`config.mk`:
```
export PLATFORM = sky130hd
export DESIGN_NAME = cu_setup_top
export DESIGN_NICKNAME = d
export VERILOG_FILES = /design/src/hdl/cu_setup_pkg.sv /design/src/hdl/req_stream_if.sv /design/src/hdl/cu_setup_top.sv /design/src/hdl/request_fifo.sv /design/src/hdl/serial_read_engine.sv /design/src/hdl/setup_ctrl.sv
export VERILOG_INCLUDE_DIRS = /design/src /design/src/include
export SDC_FILE = /design/constraint.sdc
export NUM_CORES = 1
export LEC_CHECK = 0
export BUFFER_PORTS_ARGS = -buffer_cell sky130_fd_sc_hd__buf_2
export CAP_MARGIN = 0
export CORE_MARGIN = 2
export CORE_UTILIZATION = 46
export CTS_CLUSTER_DIAMETER = 80
export DETAILED_ROUTE_END_ITERATION = 7
export HOLD_SLACK_MARGIN = 0.15
export PLACE_DENSITY = 0.73
export SYNTH_ARGS = -nofsm -noshare
export SYNTH_HDL_FRONTEND = slang
export SYNTH_SLANG_ARGS = --single-unit
export TNS_END_PERCENT = 1
```
`constraint.sdc`:
```
create_clock -name ap_clk -period 20.8 [get_ports ap_clk]
set_input_delay 5.2 -clock ap_clk [delete_from_list [all_inputs] [get_ports ap_clk]]
set_output_delay 5.2 -clock ap_clk [all_outputs]
set_load 0.05 [all_outputs]
```
`src/include/cu_setup_consts.svh`:
```
/*
 * Sizes shared by the compute-unit setup stage. The FIFO depth must exceed
 * the almost-full threshold by a few entries to absorb the pause latency.
 */
`ifndef CU_SETUP_CONSTS_SVH
`define CU_SETUP_CONSTS_SVH

// Byte address and word count widths
`define CU_SETUP_ADDR_W 32
`define CU_SETUP_COUNT_W 16

// log2 of bytes per word, one word per request
`define CU_SETUP_WORD_SHIFT 2

// Request FIFO sizing
`define CU_SETUP_FIFO_DEPTH 16
`define CU_SETUP_FIFO_THRESH 8

`endif
```
`src/hdl/cu_setup_pkg.sv`:
```
/*
 * Types of the setup stage. Widths come from the shared constants header.
 */
`include "cu_setup_consts.svh"

package cu_setup_pkg;

    // ----------------------------------------------------------------------
    // Control FSM states
    // ----------------------------------------------------------------------
    typedef enum logic [2:0] {
        IDLE  = 3'd0,
        START = 3'd1,
        BUSY  = 3'd2,
        PAUSE = 3'd3,
        DRAIN = 3'd4
    } setup_state_t;

    // ----------------------------------------------------------------------
    // One memory read request
    // ----------------------------------------------------------------------
    // Tag is the word index within the descriptor
    typedef struct packed {
        logic [`CU_SETUP_ADDR_W-1:0]  addr;
        logic [`CU_SETUP_COUNT_W-1:0] tag;
    } read_req_t;

endpackage : cu_setup_pkg

```
`src/hdl/req_stream_if.sv`:
```
/*
 * Valid/ready request stream. Source holds payload until ready is seen.
 */
interface req_stream_if;

    logic                    valid;
    logic                    ready;
    cu_setup_pkg::read_req_t payload;

    // Read engine side
    modport source (
        output valid,
        output payload,
        input  ready
    );

    // FIFO write side
    modport sink (
        input  valid,
        input  payload,
        output ready
    );

endinterface : req_stream_if

```
`src/hdl/cu_setup_top.sv`:
```
/*
 * Setup stage top. First request follows acceptance by at least 3 clocks.
 */
`include "cu_setup_consts.svh"

module cu_setup_top (
    input  logic                         ap_clk,
    input  logic                         areset_cu_setup,
    input  logic                         desc_valid,
    output logic                         desc_ready,
    input  logic [`CU_SETUP_ADDR_W-1:0]  desc_base,
    input  logic [`CU_SETUP_COUNT_W-1:0] desc_count,
    output logic                         req_valid,
    input  logic                         req_ready,
    output logic [`CU_SETUP_ADDR_W-1:0]  req_addr,
    output logic [`CU_SETUP_COUNT_W-1:0] req_tag,
    output logic                         setup_busy
);

    logic                         eng_start;
    logic [`CU_SETUP_ADDR_W-1:0]  eng_base;
    logic [`CU_SETUP_COUNT_W-1:0] eng_count;
    logic                         eng_pause;
    logic                         engine_done;
    logic                         fifo_almost_full;
    logic                         fifo_empty;
    cu_setup_pkg::read_req_t      fifo_data;

    req_stream_if req_if ();

    setup_ctrl u_ctrl (
        .ap_clk           (ap_clk),
        .areset_cu_setup  (areset_cu_setup),
        .desc_valid       (desc_valid),
        .desc_ready       (desc_ready),
        .desc_base        (desc_base),
        .desc_count       (desc_count),
        .eng_start        (eng_start),
        .eng_base         (eng_base),
        .eng_count        (eng_count),
        .eng_pause        (eng_pause),
        .engine_done      (engine_done),
        .fifo_almost_full (fifo_almost_full),
        .fifo_empty       (fifo_empty),
        .setup_busy       (setup_busy)
    );

    serial_read_engine u_engine (
        .ap_clk          (ap_clk),
        .areset_cu_setup (areset_cu_setup),
        .start           (eng_start),
        .pause           (eng_pause),
        .base            (eng_base),
        .count           (eng_count),
        .engine_done     (engine_done),
        .req             (req_if.source)
    );

    request_fifo #(
        .DEPTH (`CU_SETUP_FIFO_DEPTH)
    ) u_fifo (
        .ap_clk          (ap_clk),
        .areset_cu_setup (areset_cu_setup),
        .wr              (req_if.sink),
        .rd_valid        (req_valid),
        .rd_ready        (req_ready),
        .rd_data         (fifo_data),
        .almost_full     (fifo_almost_full),
        .empty           (fifo_empty)
    );

    // Split payload onto the request ports
    assign req_addr = fifo_data.addr;
    assign req_tag  = fifo_data.tag;

endmodule : cu_setup_top

```
`src/hdl/request_fifo.sv`:
```
/*
 * First-word fall-through request FIFO. DEPTH need not be a power of two.
 * almost_full rises at the shared threshold, which must stay below DEPTH.
 */
`include "cu_setup_consts.svh"

module request_fifo #(
    parameter int DEPTH = `CU_SETUP_FIFO_DEPTH
) (
    input  logic                    ap_clk,
    input  logic                    areset_cu_setup,
    req_stream_if.sink              wr,
    output logic                    rd_valid,
    input  logic                    rd_ready,
    output cu_setup_pkg::read_req_t rd_data,
    output logic                    almost_full,
    output logic                    empty
);

    localparam int PTR_W = (DEPTH > 1) ? $clog2(DEPTH) : 1;
    localparam int CNT_W = $clog2(DEPTH + 1);

    cu_setup_pkg::read_req_t mem [DEPTH];
    logic [PTR_W-1:0]        wr_ptr;
    logic [PTR_W-1:0]        rd_ptr;
    logic [CNT_W-1:0]        count_q;
    logic                    full;
    logic                    wr_en;
    logic                    rd_en;

    function automatic logic [PTR_W-1:0] ptr_inc(input logic [PTR_W-1:0] p);
        return (p == PTR_W'(DEPTH - 1)) ? '0 : p + 1'b1;
    endfunction

    // ----------------------------------------------------------------------
    // Flags and handshakes
    // ----------------------------------------------------------------------
    assign full        = (count_q == CNT_W'(DEPTH));
    assign empty       = (count_q == '0);
    assign almost_full = (count_q >= CNT_W'(`CU_SETUP_FIFO_THRESH));
    assign wr.ready    = !full;
    assign wr_en       = wr.valid && wr.ready;
    assign rd_valid    = !empty;
    assign rd_en       = rd_valid && rd_ready;
    assign rd_data     = mem[rd_ptr];

    // Storage
    always_ff @(posedge ap_clk) begin
        if (wr_en) begin
            mem[wr_ptr] <= wr.payload;
        end
    end

    // Pointers and occupancy
    always_ff @(posedge ap_clk) begin
        if (areset_cu_setup) begin
            wr_ptr  <= '0;
            rd_ptr  <= '0;
            count_q <= '0;
        end else begin
            if (wr_en) begin
                wr_ptr <= ptr_inc(wr_ptr);
            end
            if (rd_en) begin
                rd_ptr <= ptr_inc(rd_ptr);
            end
            case ({wr_en, rd_en})
                2'b10:   count_q <= count_q + 1'b1;
                2'b01:   count_q <= count_q - 1'b1;
                default: count_q <= count_q;
            endcase
        end
    end

    // ----------------------------------------------------------------------
    // Assertions
    // ----------------------------------------------------------------------
    // Pause latency leaves headroom, so no word is offered while full
    a_no_write_full : assert property (@(posedge ap_clk) disable iff (areset_cu_setup)
        wr.valid |-> !full);

    // Word written while empty is at the output one cycle later
    a_fall_through : assert property (@(posedge ap_clk) disable iff (areset_cu_setup)
        (empty && wr_en) |=> rd_valid && (rd_data == $past(wr.payload)));

endmodule : request_fifo

```
`src/hdl/serial_read_engine.sv`:
```
/*
 * Issues count requests from base, stride fixed at one word. Pause drops
 * valid, so it must only rise while the FIFO can still take a word.
 */
`include "cu_setup_consts.svh"

module serial_read_engine (
    input  logic                         ap_clk,
    input  logic                         areset_cu_setup,
    input  logic                         start,
    input  logic                         pause,
    input  logic [`CU_SETUP_ADDR_W-1:0]  base,
    input  logic [`CU_SETUP_COUNT_W-1:0] count,
    output logic                         engine_done,
    req_stream_if.source                 req
);

    localparam logic [`CU_SETUP_ADDR_W-1:0] ADDR_STEP =
        `CU_SETUP_ADDR_W'(1) << `CU_SETUP_WORD_SHIFT;

    logic [`CU_SETUP_ADDR_W-1:0]  addr_q;
    logic [`CU_SETUP_COUNT_W-1:0] idx_q;
    logic [`CU_SETUP_COUNT_W-1:0] count_q;
    logic                         xfer;

    // ----------------------------------------------------------------------
    // Request stream
    // ----------------------------------------------------------------------
    assign engine_done = (idx_q == count_q);
    assign req.valid   = !engine_done && !pause;
    assign req.payload = '{addr: addr_q, tag: idx_q};
    assign xfer        = req.valid && req.ready;

    // Word index and length
    always_ff @(posedge ap_clk) begin
        if (areset_cu_setup) begin
            idx_q   <= '0;
            count_q <= '0;
        end else if (start) begin
            idx_q   <= '0;
            count_q <= count;
        end else if (xfer) begin
            idx_q <= idx_q + 1'b1;
        end
    end

    // Address walks one word per transfer
    always_ff @(posedge ap_clk) begin
        if (start) begin
            addr_q <= base;
        end else if (xfer) begin
            addr_q <= addr_q + ADDR_STEP;
        end
    end

    // ----------------------------------------------------------------------
    // Assertions
    // ----------------------------------------------------------------------
    // After the last word transfers nothing further is offered
    a_no_extra_req : assert property (@(posedge ap_clk) disable iff (areset_cu_setup)
        (xfer && (idx_q + 1'b1 == count_q)) |=> !req.valid);

endmodule : serial_read_engine

```
`src/hdl/setup_ctrl.sv`:
```
/*
 * One descriptor in flight at a time. desc_ready and setup_busy are registered,
 * so both need one clock after reset release to reach their idle values.
 */
`include "cu_setup_consts.svh"

module setup_ctrl (
    input  logic                         ap_clk,
    input  logic                         areset_cu_setup,
    input  logic                         desc_valid,
    output logic                         desc_ready,
    input  logic [`CU_SETUP_ADDR_W-1:0]  desc_base,
    input  logic [`CU_SETUP_COUNT_W-1:0] desc_count,
    output logic                         eng_start,
    output logic [`CU_SETUP_ADDR_W-1:0]  eng_base,
    output logic [`CU_SETUP_COUNT_W-1:0] eng_count,
    output logic                         eng_pause,
    input  logic                         engine_done,
    input  logic                         fifo_almost_full,
    input  logic                         fifo_empty,
    output logic                         setup_busy
);

    cu_setup_pkg::setup_state_t state;
    cu_setup_pkg::setup_state_t next_state;
    logic                       accept;

    assign accept    = desc_valid & desc_ready;
    assign eng_pause = (state == cu_setup_pkg::PAUSE);

    // ----------------------------------------------------------------------
    // Descriptor register
    // ----------------------------------------------------------------------
    always_ff @(posedge ap_clk) begin
        if (accept) begin
            eng_base  <= desc_base;
            eng_count <= desc_count;
        end
    end

    // ----------------------------------------------------------------------
    // Setup FSM
    // ----------------------------------------------------------------------
    always_ff @(posedge ap_clk) begin
        if (areset_cu_setup) begin
            state <= cu_setup_pkg::IDLE;
        end else begin
            state <= next_state;
        end
    end

    always_comb begin
        next_state = state;
        case (state)
            cu_setup_pkg::IDLE: begin
                if (accept) begin
                    next_state = cu_setup_pkg::START;
                end
            end
            cu_setup_pkg::START: begin
                next_state = cu_setup_pkg::BUSY;
            end
            cu_setup_pkg::BUSY: begin
                // Engine still shows the old done flag while start is high
                if (engine_done && !eng_start) begin
                    next_state = cu_setup_pkg::DRAIN;
                end else if (fifo_almost_full) begin
                    next_state = cu_setup_pkg::PAUSE;
                end
            end
            cu_setup_pkg::PAUSE: begin
                if (!fifo_almost_full) begin
                    next_state = cu_setup_pkg::BUSY;
                end
            end
            cu_setup_pkg::DRAIN: begin
                if (fifo_empty) begin
                    next_state = cu_setup_pkg::IDLE;
                end
            end
            default: begin
                next_state = cu_setup_pkg::IDLE;
            end
        endcase
    end

    // Registered handshake, status and start pulse
    always_ff @(posedge ap_clk) begin
        if (areset_cu_setup) begin
            desc_ready <= 1'b0;
            setup_busy <= 1'b1;
            eng_start  <= 1'b0;
        end else begin
            desc_ready <= (next_state == cu_setup_pkg::IDLE);
            setup_busy <= (next_state != cu_setup_pkg::IDLE);
            eng_start  <= (state == cu_setup_pkg::START);
        end
    end

    // ----------------------------------------------------------------------
    // Assertions
    // ----------------------------------------------------------------------
    // Start only reaches an idle engine and an empty FIFO
    a_start_when_idle : assert property (@(posedge ap_clk) disable iff (areset_cu_setup)
        eng_start |-> engine_done && fifo_empty);

    // New work only offered once the previous descriptor has drained
    a_ready_when_drained : assert property (@(posedge ap_clk) disable iff (areset_cu_setup)
        desc_ready |-> engine_done && fifo_empty);

endmodule : setup_ctrl

```
**Yosys cells after proc, flatten, opt, wreduce, memory -nomap -nowiden**

Memory sizes are Yosys's and may differ from the RTL's. A register that Yosys moved wholly into a read port is not among the register bits.
Cells that the tools add are included.
W data, S select, Z words.

- $add $sub $neg: 6
- $lt $le $gt $ge: 1
- Equal/unequal tests: 10
- Mux-type cells: 15
- Bitwise logic cells: 1
- Reductions and logical operators: 16

Operators by type and width:

| cell | number |
|---|---|
| $mux W32 | 2 |
| $add A32 B3 Y32 const B | 1 |
| $add A16 B1 Y16 const B | 1 |
| $eq A16 B16 Y1 | 1 |
| $mux W4 | 4 |
| $mux W3 | 5 |
| $pmux W3 S5 | 1 |
| $pmux W5 S2 | 1 |
| $add A4 B1 Y4 const B | 2 |
| $eq A4 B4 Y1 const B | 2 |
| $eq A3 B2 Y1 const B | 2 |
| $logic_not A3 Y1 | 2 |
| $add A5 B1 Y5 const B | 1 |
| $eq A5 B5 Y1 const B | 1 |
| $ge A5 B4 Y1 const B | 1 |
| $logic_not A1 Y1 | 5 |
| $logic_not A5 Y1 | 1 |
| $sub A5 B1 Y5 const B | 1 |
| $logic_and A1 B1 Y1 | 4 |
| $reduce_bool A2 Y1 | 2 |
| $eq A3 B1 Y1 const B | 1 |
| $eq A3 B3 Y1 const B | 1 |
| $reduce_bool A3 Y1 | 1 |
| $eq A2 B1 Y1 const B | 1 |
| other kinds (4) | 5 |

- Register bits after elaboration: 131
- Bits in writable memories: 768
- Input bits: 52
- Output and inout port bits: 51
- Word-level logic and storage cells: 62
- Memories kept: 1

Memory list:

| name | depth | width | read ports | clocked after memory_dff | write ports | line | source |
|---|---|---|---|---|---|---|---|
| u_fifo.mem | 16 | 48 | 1 | 1 | 1 | request_fifo.sv:23 | `cu_setup_pkg::read_req_t mem [DEPTH];` |

**Logic depth before layout (Yosys ltp)**

Gate-level depths: netlist of the first run.

- Depth after elaboration: 6
- Depth in mapped cells: 17
- Depth with buffers taken out: 13

**By module**

A second synthesis of the first run with hierarchy kept.

- Cells, all modules: 1,616
- Area, all modules: 34,923.5 um2

By module, submodules not included:

| module | times used | cells an instance | area each (um2) | sequential area each (um2) |
|---|---|---|---|---|
| request_fifo | 1 | 1,186 | 29,821.1 | 23,402.4 |
| serial_read_engine | 1 | 356 | 3,374.5 | 1,601.5 |
| setup_ctrl | 1 | 74 | 1,727.9 | 1,561.5 |

**Worst setup path before layout of the first run**

No wires, ideal clock.

- Path kind: in2reg
- From: input port req_ready
- To: register u_fifo.count_q[4]
- Setup time: 0.121 ns
- Data arrival time: 7.257 ns
- Data required time: 20.679 ns
- Path slack: 13.422 ns
- Stages on the path: 10
- Buffers on the path: 1
- Cells stage by stage: a21boi_1 -> ha_1 -> clkbuf_1 -> xor2_1 -> ha_1 -> a211o_1 -> nand2_1 -> nand3b_1 -> a31oi_1 -> mux2_2

- Word-level cells in the longest chain between the ends: 3

Ends and longest elaborated chain:

| what | line | source |
|---|---|---|
| start, declared | cu_setup_top.sv:14 | `input logic req_ready,` |
| $logic_and A1 B1 Y1 (*) | request_fifo.sv:44 | `assign rd_en = rd_valid && rd_ready;` |
| $eq A2 B1 Y1 or $eq A2 B2 Y1 (tied branches) | request_fifo.sv:67 | `case ({wr_en, rd_en})` |
| $pmux W5 S2 or $reduce_bool A2 Y1 (tied branches) | n/a |  |
| end signal, assigned | request_fifo.sv:68 | `2'b10: count_q <= count_q + 1'b1;` |
| end signal, assigned | request_fifo.sv:69 | `2'b01: count_q <= count_q - 1'b1;` |
| end signal, assigned | request_fifo.sv:70 | `default: count_q <= count_q;` |
| end, declared | request_fifo.sv:26 | `logic [CNT_W-1:0] count_q;` |

Mark *: on every way between the ends. The rest lies on a longest branch, timed or not.
A chain may end at the register's enable or synchronous reset.

==> results of run 1 <==
cell usage after synthesis, types with 3 or more instances:
cell type	count	share of area [%]
and2_1	4	0.072
ha_1	11	0.40
or4_1	13	0.28
clkbuf_1	50	0.54
a21oi_1	23	0.33
mux2_2	3	0.097
o21ai_0	39	0.56
and3_1	6	0.11
xnor2_1	22	0.55
mux2i_1	19	0.55
and4_1	5	0.13
o31ai_1	11	0.24
nand2_1	58	0.63
nor2_1	41	0.44
dfxtp_1	55	3.2
a21o_1	3	0.065
buf_1	3	0.032
nor2b_1	4	0.072
inv_1	12	0.13
nor4_1	16	0.29
edfxtp_1	848	73
or3_1	9	0.16
buf_2	29	0.42
nor3_1	15	0.22
nand3b_1	3	0.065
nand3_1	23	0.33
xor2_1	27	0.68
mux4_2	240	16
nand4_1	10	0.18
tightest hold or removal path, delay by kind of cell (launching register included):
| kind | cells | cell delay (ns) |
|---|---|---|
| and+or+nand+nor | 1 | 0.07 |
| muxes | 1 | 0.06 |
| DFF | 1 | 0.32 |
cell type report:
type | instances | area (sq um) | share of cell area, %
inverters | 13 | 48.8 | 0.124
well taps | 969 | 1210 | 3.07
clock buffers | 116 | 2410 | 6.12
flip-flops and latches | 903 | 26600 | 67.4
repair buffers | 129 | 713 | 1.81
clock inverters | 56 | 597 | 1.51
multi-input cells | 624 | 7880 | 20.0
sequential cells by signal, indices dropped and copies added (netlist names), named ones only:
signal / count
u_fifo.mem: 768
u_ctrl.eng_base: 32
u_engine.addr_q: 32
u_ctrl.eng_count: 16
u_engine.count_q: 16
u_engine.idx_q: 16
u_fifo.count_q: 5
u_fifo.rd_ptr: 4
u_fifo.wr_ptr: 4
u_ctrl.state: 3
u_ctrl.desc_ready: 1
u_ctrl.eng_start: 1
u_ctrl.setup_busy: 1
per-layer routing:
layer	GRT usage, %	vias to the layer above
met1	27.5	9076
met5	0	-
met2	32.8	805
met4	5.76	0
li1	-	7047
met3	3.63	98
cell families (layout without fill, tap and decap cells):
| group | Yosys count | after routing |
|---|---|---|
| multiplexers | 262 | 262 |
| AO/OA/AOI/OAI | 88 | 88 |
| adder cells (fa/ha/maj) | 11 | 11 |
| buffers and inverters | 98 | 314 |
| flip-flops | 903 | 903 |
| XOR/XNOR | 49 | 49 |
| AND/OR/NAND/NOR | 214 | 214 |
per-stage QoR:
step	setup slack, ns	power [W]	util (%)
after global routing	10.89	0.00567	52.8
after floorplan	13.42	0.00350	-
after CTS	11.10	0.00551	52.8
after global placement	11.85	0.00384	48.8
final	11.29	0.00547	52.8
after detailed placement	11.80	0.00389	48.8
path summary, 6_finish.rpt:
| path | start | endpoint | slack, ns | cells past startpoint |
|---|---|---|---|---|
| max | register | req_addr[11] | 11.29 | 5 |
| min | u_ctrl.eng_count[1]$_DFFE_PP_ | u_engine.count_q[1]$_SDFFE_PP0P_ | 0.48 | 2 |
| max reg2reg | u_engine.idx_q[6]$_SDFFE_PP0P_ | u_fifo.count_q[4]$_SDFFE_PP0P_ | 15.43 | 13 |
| min reg2reg | u_ctrl.eng_count[1]$_DFFE_PP_ | u_engine.count_q[1]$_SDFFE_PP0P_ | 0.48 | 2 |
power by group through the flow:
stage / Clock [W] / Sequential, W / Combinational [W]
2_1_floorplan: 0 / 0.00251 / 0.000991
3_3_place_gp: 0 / 0.00256 / 0.00127
3_5_place_dp: 0 / 0.00259 / 0.00129
4_1_cts: 0.00165 / 0.00256 / 0.00130
5_1_grt: 0.00172 / 0.00259 / 0.00136
6_report: 0.00163 / 0.00256 / 0.00128
==> reports/results.tsv, run 1 <==
stage	metric	value	unit
sta	unrepaired setup endpoints after global routing	no	
route	WL/cell	27.4	um
layout	Layout Nets	1825	
sta	Least-Margin Pin Slew	1.18	ns
global_routing	largest net degree at the start of global routing	78	
sta	Final Max Slew Viols	0	
layout	layout cell share with drive strength beyond 1	28.7	%
cts	H-tree depth	3	
synth	ys async rst share	0	%
synth	post-synthesis net count	1688	
sta	fin crit share	45.7	%
cts	Clock Root Buffer	clkbuf_16	
cts	CTS buffer count	91	
route	DR DRC count	0	
layout	commonest non-fill, non-tap cell in the layout	edfxtp_1	
synth	sequential area share after synthesis	76.3	%
power	NetSw	0.00170	W
critical_path	Buffers & Inverters on Critical Path	3	
synth	Post-Synth Simple-Gate Area	3.12	%
global_routing	first-pass GRT wire length	113	mm
layout	synthesis-to-layout area growth	13.4	%
synth	post-synth design cell area	34800	sq um
power	LEAKAGE	12.3	nW
critical_path	WP data arrival	4.31	ns
route	WL met2	38.5	mm
sta	final setup fails	0	
synth	adder-cell area share of the yosys netlist	0.396	%
hold_path	Hold WC Path Type	register to register	
floorplan	row count	100	
global_routing	grt total ovfl	0	
synth	mux contribution to synthesized area	16.2	%
cts	clk slew on worst S/H paths	0.06	ns
power	Peak supply drop	118	uV
placement	Final HPWL DP	37.7	mm
status	status	finished, final reports clean	
layout	Finished Cell Area	39400	sq um
placement	GPL Wtd Cong	0.774	
power	Switching Fraction	31.1	%
floorplan	I/O pin count	103	
floorplan	die area	77900	sq um
layout	final non-filler cell total	2810	
floorplan	Core ar.	74700	sq um
placement	Placed Area	36400	sq um
critical_path	startpoint class of the critical path	register	
synth	number of enable flip-flop cells after synthesis	848	
synth	compound-cell area share of the yosys netlist	1.52	%
sta	Final Hold Fails	0	
route	via count	17000	
sta	crit path time final	9.51	ns
sta	setup TNS	0	ns
global_routing	antenna violations before repair	2	
cts	CTS tree	built	
route	Initial DRC Count	1879	
route	vias per inst	6.06	
sta	Worst Hold Slack	0.482	ns
global_routing	vias in the first global route	17300	
floorplan	Horiz. Die Dim	279	um
synth	Most used DFF post-synth	edfxtp_1	
synth	largest family of logic cells by synthesized area	multiplexers	
route	max layer used	met4	
cts	clk_lat worst skew	0.66	ns
critical_path	master of the slowest instance on the critical path	buf_4	
cts	Post-CTS Hold Fix Bufs	0	
critical_path	Critical Path RT	15.60	ns
critical_path	family with the most delay on the worst path	buffers and inverters	
cts	Post-CTS Resized	0	
power	Clock Power Share	29.9	%
cts	clk sink count	903	
floorplan	Die H	279	um
power	sequential group share of total power	46.8	%
synth	post-synthesis register bit count	903	
route	Final ANT Viol Nets	0	
critical_path	CP endpoint kind	primary output	
power	internal power	0.00377	W
route	met3 WL post-DR	6.54	mm
synth	Post-Synth XOR/XNOR Area	1.23	%
power	Combinational Power Share	23.4	%
placement	Port Buffers	102	
synth	Yosys cell types	48	
critical_path	critical path type	register to primary output	
cts	Bufs on Longest Clock Path	3	
placement	DP Cell Count	2638	
sta	clk_skew	0.0245	ns
critical_path	CP Max Fanout	55	
critical_path	Largest stage delay, worst path	0.86	ns
layout	commonest cells after routing, fill and taps aside	edfxtp_1, mux4_2, buf_2	
sta	Slew headroom	21.4	%
layout	Fillers	5565	
route	final WL	77.1	mm
layout	antenna diode instance count	0	
route	drt pass-1 iters	5	
power	Power per Cell Area	139	nW/um^2
floorplan	initial core utilization	46.6	%
route	wl on met1	30.6	mm
synth	Mean Syn Cell Area	21.4	sq um
global_routing	Total Routing Usage GR	19.9	%
critical_path	crit path cell chain	buf_4 -> buf_4 -> mux4_2 -> mux4_2 -> buf_2	
sta	fmax	105	MHz
flow_run	MaxCap Viol Count	0	
synth	Post-Synthesis Cells	1625	
synth	Ys Warns	0	
cts	postcts setup bufs	0	
No activity file was read; power rests on OpenSTA's default activity.
==> inputs of run 2 (changes only) <==
clock period = 9.4 ns   (was 20.8 ns; I/O delays follow)
==> run 2 against run 1 <==
Sequential power rose by 120%. Die area did not move. Design area fell by 0.20%. Non-clock buffer count did not move. Via count fell by 0.58%. Critical path type unchanged. Largest cell class unchanged. Largest power group unchanged.
==> reports/results.tsv, run 2 (synthesized netlist as in run 1, its figures left out) <==
stage	metric	value	unit	change
critical_path	CP Max Fanout	145		+160%
critical_path	CP endpoint kind	primary output		
sta	Worst Hold Slack	0.481	ns	-0.000911 ns
critical_path	most used cell, CP	mux4_2		
cts	clk slew on worst S/H paths	0.06	ns	about the same
critical_path	critical path type	register to primary output		
global_routing	vias in the first global route	17100		-1.3%
critical_path	reg2reg path depth	13		unchanged
power	LEAKAGE	12.2	nW	-0.21%
sta	fin crit share	64.1	%	
placement	Port Buffers	102		unchanged
layout	Largest regs	u_fifo.mem x768, u_ctrl.eng_base x32, u_engine.addr_q x32		
power	Power per Cell Area	305	nW/um^2	+120%
placement	DP Cell Count	2638		unchanged
critical_path	CP Capture Point	req_addr[11]		
layout	Storage cell area	26600	sq um	unchanged
floorplan	initial core utilization	46.6	%	unchanged
placement	Final HPWL DP	37.2	mm	-1.2%
route	Initial DRC Count	2037		+8.4%
sta	setup TNS	0	ns	unchanged
sta	crit path time final	6.02	ns	
global_routing	grt total ovfl	0		unchanged
layout	commonest cells after routing, fill and taps aside	edfxtp_1, mux4_2, buf_2		
critical_path	FF-to-FF setup slack	3.96	ns	-11.47 ns
cts	Post-CTS Hold Fix Bufs	0		unchanged
floorplan	Horiz. Die Dim	279	um	unchanged
layout	max reg flops	768		unchanged
cts	postcts setup bufs	0		unchanged
sta	clk_skew	0.0293	ns	+0.00480 ns
layout	Fillers	5480		-1.5%
global_routing	antenna violations before repair	1		-1
route	vias per inst	6.05		-0.19%
layout	commonest non-fill, non-tap cell in the layout	edfxtp_1		
layout	final non-filler cell total	2799		-0.39%
layout	layout cell share with drive strength beyond 1	28.5	%	-0.16 points
floorplan	row count	100		unchanged
layout	footprint of the multi-input gates	7880	sq um	unchanged
hold_path	Hold WC Path Type	register to register		
global_routing	Total Routing Usage GR	19.8	%	-0.091 points
critical_path	crit path cell chain	buf_12 -> mux4_2 -> mux4_2 -> buf_2		
cts	clk sink count	903		unchanged
layout	antenna diode instance count	0		unchanged
cts	Bufs on Longest Clock Path	3		unchanged
route	drt pass-1 iters	5		unchanged
layout	Layout Nets	1822		-0.16%
critical_path	startpoint class of the critical path	register		
critical_path	Critical Path RT	7.05	ns	-8.55 ns
route	Final ANT Viol Nets	0		unchanged
flow_run	MaxCap Viol Count	0		unchanged
global_routing	first-pass GRT wire length	113	mm	-0.53%
route	final WL	76.5	mm	-0.69%
status	status	finished, final reports clean		
cts	CTS tree	built		
sta	final setup fails	0		unchanged
critical_path	WP data arrival	3.67	ns	-0.64 ns
floorplan	I/O pin count	103		unchanged
sta	Final Max Slew Viols	0		unchanged
placement	GPL Wtd Cong	0.734		-5.2%
cts	H-tree depth	3		unchanged
cts	Post-CTS Resized	0		unchanged
cts	Clock Root Buffer	clkbuf_16		
placement	pre-CTS setup slack	4.04	ns	-7.75 ns
floorplan	Core ar.	74700	sq um	unchanged
global_routing	largest net degree at the start of global routing	146		+87%
floorplan	Die H	279	um	unchanged
critical_path	R2R Path End	u_fifo.count_q[4]$_SDFFE_PP0P_		
route	WL/cell	27.3	um	-0.30%
critical_path	worst r2r src	u_engine.idx_q[3]$_SDFFE_PP0P_		
route	DR DRC count	0		unchanged
sta	Least-Margin Pin Slew	1.14	ns	-0.0379 ns
power	Peak supply drop	214	uV	+82%
cts	clk_lat worst skew	0.66	ns	about the same
layout	Top reg by flops	u_fifo.mem		
sta	fmax	166	MHz	
sta	Slew headroom	23.6	%	+2.1 points
critical_path	Largest stage delay, worst path	0.83	ns	-0.03 ns
cts	CTS buffer count	88		-3.3%
critical_path	master of the slowest instance on the critical path	dfxtp_4		
floorplan	die area	77900	sq um	unchanged
sta	worst setup margin	3.38	ns	-7.91 ns
route	via count	16900		-0.58%
layout	synthesis-to-layout area growth	13.1	%	
sta	unrepaired setup endpoints after global routing	no		
sta	Final Hold Fails	0		unchanged
run 2: layout make-up:
class | count | share of cell area (%)
inverters | 13 | 0.124
clock inverters | 54 | 1.55
well taps | 969 | 3.08
clock buffers | 107 | 5.83
repair buffers | 129 | 1.88
multi-input cells | 624 | 20.0
flip-flops and latches | 903 | 67.5
run 2: routing by layer:
metal / up-vias / routed length (um) / GRT usage (%) / part of all wire, %
met3: 127 / 6750 / 4.23 / 8.8
met2: 884 / 37500 / 31.5 / 49
met5: - / 0 / 0 / 0
met4: 0 / 1740 / 5.83 / 2.3
li1: 7028 / - / - / -
met1: 8888 / 30600 / 28.0 / 40
run 2: worst min path at each step:
stage	from	to	slack, ns	cells past startpoint
6_report	u_ctrl.eng_count[2]$_DFFE_PP_	u_engine.count_q[2]$_SDFFE_PP0P_	0.48	2
5_1_grt	u_ctrl.eng_count[1]$_DFFE_PP_	u_engine.count_q[1]$_SDFFE_PP0P_	0.51	2
4_1_cts	u_ctrl.eng_count[2]$_DFFE_PP_	u_engine.count_q[2]$_SDFFE_PP0P_	0.48	2
3_5_place_dp	u_ctrl.eng_count[2]$_DFFE_PP_	u_engine.count_q[2]$_SDFFE_PP0P_	0.48	2
3_3_place_gp	u_ctrl.eng_count[9]$_DFFE_PP_	u_engine.count_q[9]$_SDFFE_PP0P_	0.47	2
2_1_floorplan	u_ctrl.eng_count[14]$_DFFE_PP_	u_engine.count_q[14]$_SDFFE_PP0P_	0.46	2
run 2: critical path: cells and delay by family (launching register included):
kind | cells | cell delay, ns
buffers and inverters | 2 | 0.85
multiplexers | 2 | 1.00
flip-flops | 1 | 0.83
run 2: per-stage QoR:
stage	area (sq um)	power, W	utilization [%]
floorplan	34800	0.00774	-
global placement	36500	0.00850	48.8
detailed placement	36500	0.00860	48.8
CTS	39400	0.0121	52.7
global route	39400	0.0125	52.7
finish	39400	0.0120	52.7
run 2: where the power goes:
part,internal [W],switching (W),leakage [nW]
Sequential,0.00519,0.000501,8.21
Clock,0.00203,0.00149,1.41
Combinational,0.00107,0.00174,2.62
==> inputs of run 3 (changes only) <==
ABC_AREA = 1   (was unset)
PLACE_DENSITY = 0.75   (was 0.73)
clock period = 4.9 ns   (was 9.4 ns; I/O delays follow)
==> run 3 against run 2 <==
Die area increased by 5.6%. Count of clock-buffer cells in the layout decreased by 4. Global-route usage increased by 0.26 points. Non-clock buffer count increased by 25. Largest power group unchanged. Sequential power increased by 97%. Wire length increased by 9.1%. Highest routed layer unchanged. Clock skew decreased by 0.0066 ns. First-iteration DRC count increased by 4.7%.
==> reports/results.tsv, run 3 <==
stage	metric	value	unit	change
critical_path	critical path type	register to primary output		
global_routing	largest net degree at the start of global routing	193		+32%
layout	max reg flops	768		unchanged
route	via count	22000		+30%
flow_run	MaxCap Viol Count	0		unchanged
synth	ys async rst share	0	%	unchanged
sta	fmax	238	MHz	
cts	Clock Root Buffer	clkbuf_16		
layout	commonest non-fill, non-tap cell in the layout	edfxtp_1		
critical_path	master of the slowest instance on the critical path	dfxtp_4		
sta	Slew headroom	30.5	%	+7.0 points
sta	clk_skew	0.0227	ns	-0.00657 ns
synth	Post-Synthesis Cells	2758		+70%
global_routing	first-pass GRT wire length	125	mm	+11%
critical_path	worst r2r src	u_engine.idx_q[13]$_SDFFE_PP0P_		
power	LEAKAGE	14.2	nW	+16%
power	Peak supply drop	439	uV	+100%
critical_path	startpoint class of the critical path	register		
floorplan	row count	103		+3.0%
cts	Post-CTS Hold Fix Bufs	0		unchanged
placement	Final HPWL DP	45.7	mm	+23%
global_routing	grt total ovfl	0		unchanged
synth	post-synth design cell area	36800	sq um	+5.7%
layout	share of the core filled with cells	52.3	%	-0.36 points
synth	most frequent cell after synthesis	edfxtp_1		
synth	sequential area share after synthesis	72.2	%	-4.1 points
synth	number of enable flip-flop cells after synthesis	848		unchanged
sta	final setup fails	0		unchanged
critical_path	FF-to-FF setup slack	1.46	ns	-2.50 ns
cts	postcts setup bufs	0		unchanged
critical_path	Critical Path Stages	8		+4
critical_path	CP Capture Point	req_addr[21]		
critical_path	Buffers & Inverters on Critical Path	3		+1
global_routing	Total Routing Usage GR	20.1	%	+0.26 points
sta	Final Hold Fails	0		unchanged
floorplan	Horiz. Die Dim	287	um	+2.8%
floorplan	die area	82200	sq um	+5.6%
synth	Most used DFF post-synth	edfxtp_1		
sta	unrepaired setup endpoints after global routing	no		
critical_path	WP data arrival	2.98	ns	-0.69 ns
route	Final ANT Viol Nets	0		unchanged
sta	setup TNS	0	ns	unchanged
cts	CTS buffer count	86		-2.3%
critical_path	Largest stage delay, worst path	0.75	ns	-0.08 ns
synth	commonest cells in the netlist	edfxtp_1, inv_1, nand2_1, o21ai_0, a21oi_1		
sta	fin crit share	85.8	%	
synth	area share of the largest cell type after synthesis	69.2	%	-4.0 points
critical_path	CP endpoint kind	primary output		
layout	layout cell share with drive strength beyond 1	11.4	%	-17 points
cts	clk sink count	903		unchanged
cts	Post-CTS Resized	0		unchanged
route	vias per inst	5.54		-8.3%
layout	Layout Nets	2906		+59%
cts	clk slew on worst S/H paths	0.06	ns	about the same
route	WL/cell	21.1	um	-23%
layout	Fillers	6408		+17%
synth	Yosys cell types	34		-29%
global_routing	vias in the first global route	21200		+24%
sta	Least-Margin Pin Slew	1.04	ns	-0.0985 ns
synth	Mean Syn Cell Area	13.3	sq um	-38%
hold_path	Hold WC Path Type	register to register		
critical_path	most used cell, CP	o21ai_0		
cts	H-tree depth	3		unchanged
layout	Largest regs	u_fifo.mem x768, u_ctrl.eng_base x32, u_engine.addr_q x32		
cts	Bufs on Longest Clock Path	3		unchanged
cts	clk_lat worst skew	0.64	ns	-0.02 ns
cts	CTS tree	built		
layout	Finished Cell Area	41400	sq um	+5.2%
critical_path	crit path cell chain	buf_12 -> buf_4 -> a21oi_1 -> o21ai_0 -> o21ai_0 -> o211ai_1 -> nand2_1 -> buf_2		
placement	Placed Area	38600	sq um	+5.9%
power	Power per Cell Area	580	nW/um^2	+90%
global_routing	antenna violations before repair	0		-1
placement	GPL Wtd Cong	0.772		+5.2%
layout	Top reg by flops	u_fifo.mem		
floorplan	I/O pin count	103		unchanged
synth	post-synthesis register bit count	903		unchanged
critical_path	reg2reg path depth	17		+4
critical_path	R2R Path End	u_fifo.count_q[4]$_SDFFE_PP0P_		
route	final WL	83.5	mm	+9.1%
synth	Ys Warns	0		unchanged
layout	synthesis-to-layout area growth	12.6	%	
synth	leading area contributor after synthesis	edfxtp_1		
route	Initial DRC Count	2133		+4.7%
floorplan	initial core utilization	46.5	%	-0.097 points
route	DR DRC count	0		unchanged
layout	commonest cells after routing, fill and taps aside	edfxtp_1, inv_1, nand2_1		
critical_path	Critical Path RT	3.67	ns	-3.38 ns
synth	post-synthesis net count	2821		+67%
floorplan	Core ar.	79100	sq um	+5.9%
synth	Synth area leaders	edfxtp_1, mux2i_1, o211ai_1		
critical_path	CP Max Fanout	55		-62%
sta	crit path time final	4.21	ns	
sta	Final Max Slew Viols	0		unchanged
layout	antenna diode instance count	0		unchanged
critical_path	family with the most delay on the worst path	buffers and inverters		
route	drt pass-1 iters	5		unchanged
placement	Port Buffers	102		unchanged
floorplan	Die H	287	um	+2.8%
status	status	finished, final reports clean		
run 3: cells by family after synthesis:
group,count (synthesis),synth area share (%)
compound gates,691,10.8
xor+xnor,34,0.809
fa+ha+maj,11,0.374
buf+inv,430,4.81
flops,903,72.2
mux,192,5.22
simple gates,497,5.73
run 3: worst min path at each step:
stage                                           start                                end  slack, ns  cells after the start
CTS                        u_ctrl.state[1]$_SDFF_PP0_        u_ctrl.eng_start$_SDFF_PP0_       0.48                      1
detailed placement         u_ctrl.state[1]$_SDFF_PP0_        u_ctrl.eng_start$_SDFF_PP0_       0.46                      1
floorplan            u_engine.count_q[0]$_SDFFE_PP0P_   u_engine.count_q[0]$_SDFFE_PP0P_       0.44                      2
global route        u_engine.count_q[14]$_SDFFE_PP0P_  u_engine.count_q[14]$_SDFFE_PP0P_       0.50                      2
finish               u_engine.count_q[2]$_SDFFE_PP0P_   u_engine.count_q[2]$_SDFFE_PP0P_       0.47                      2
global placement           u_ctrl.state[1]$_SDFF_PP0_        u_ctrl.eng_start$_SDFF_PP0_       0.46                      1
run 3: tightest hold or removal path: cells and delay by family, from the launching register on:
family	cells	cell delay, ns
buf+inv	1	0.06
flops	1	0.31
compound gates	1	0.06
run 3: cell type report:
class	count	area, sq um	area share (%)
inverters	273	1030	2.49
clock inverters	56	547	1.32
multi-input cells	1425	8570	20.7
clock buffers	103	2250	5.43
flip-flops and latches	903	26600	64.2
well taps	1050	1310	3.17
repair buffers	154	1130	2.72
run 3: report_power, final:
part	switching (W)	internal [W]
combinational	0.00450	0.00174
sequential	0.00108	0.0101
clock	0.00282	0.00373
total	0.00840	0.0156
run 3: metal layers:
metal  up-vias  track usage, %  part of all wire (%)
li1      10300               -                     -
met1     10700            27.6                    42
met2       897            33.3                    48
met3       133            2.85                   7.7
met4         0            6.24                   2.2
met5         -               0                     0
run 3: metrics by stage:
step | hold slack (ns) | cells | total power, W | worst slack, ns
6_report | 0.475 | 3964 | 0.0240 | 0.695
4_1_cts | 0.476 | 3964 | 0.0241 | 0.684
3_5_place_dp | 0.461 | 3805 | 0.0176 | 1.38
3_3_place_gp | 0.456 | 3805 | 0.0175 | 1.39
2_1_floorplan | 0.443 | 2758 | 0.0155 | 1.13
5_1_grt | 0.499 | 3964 | 0.0251 | 0.524
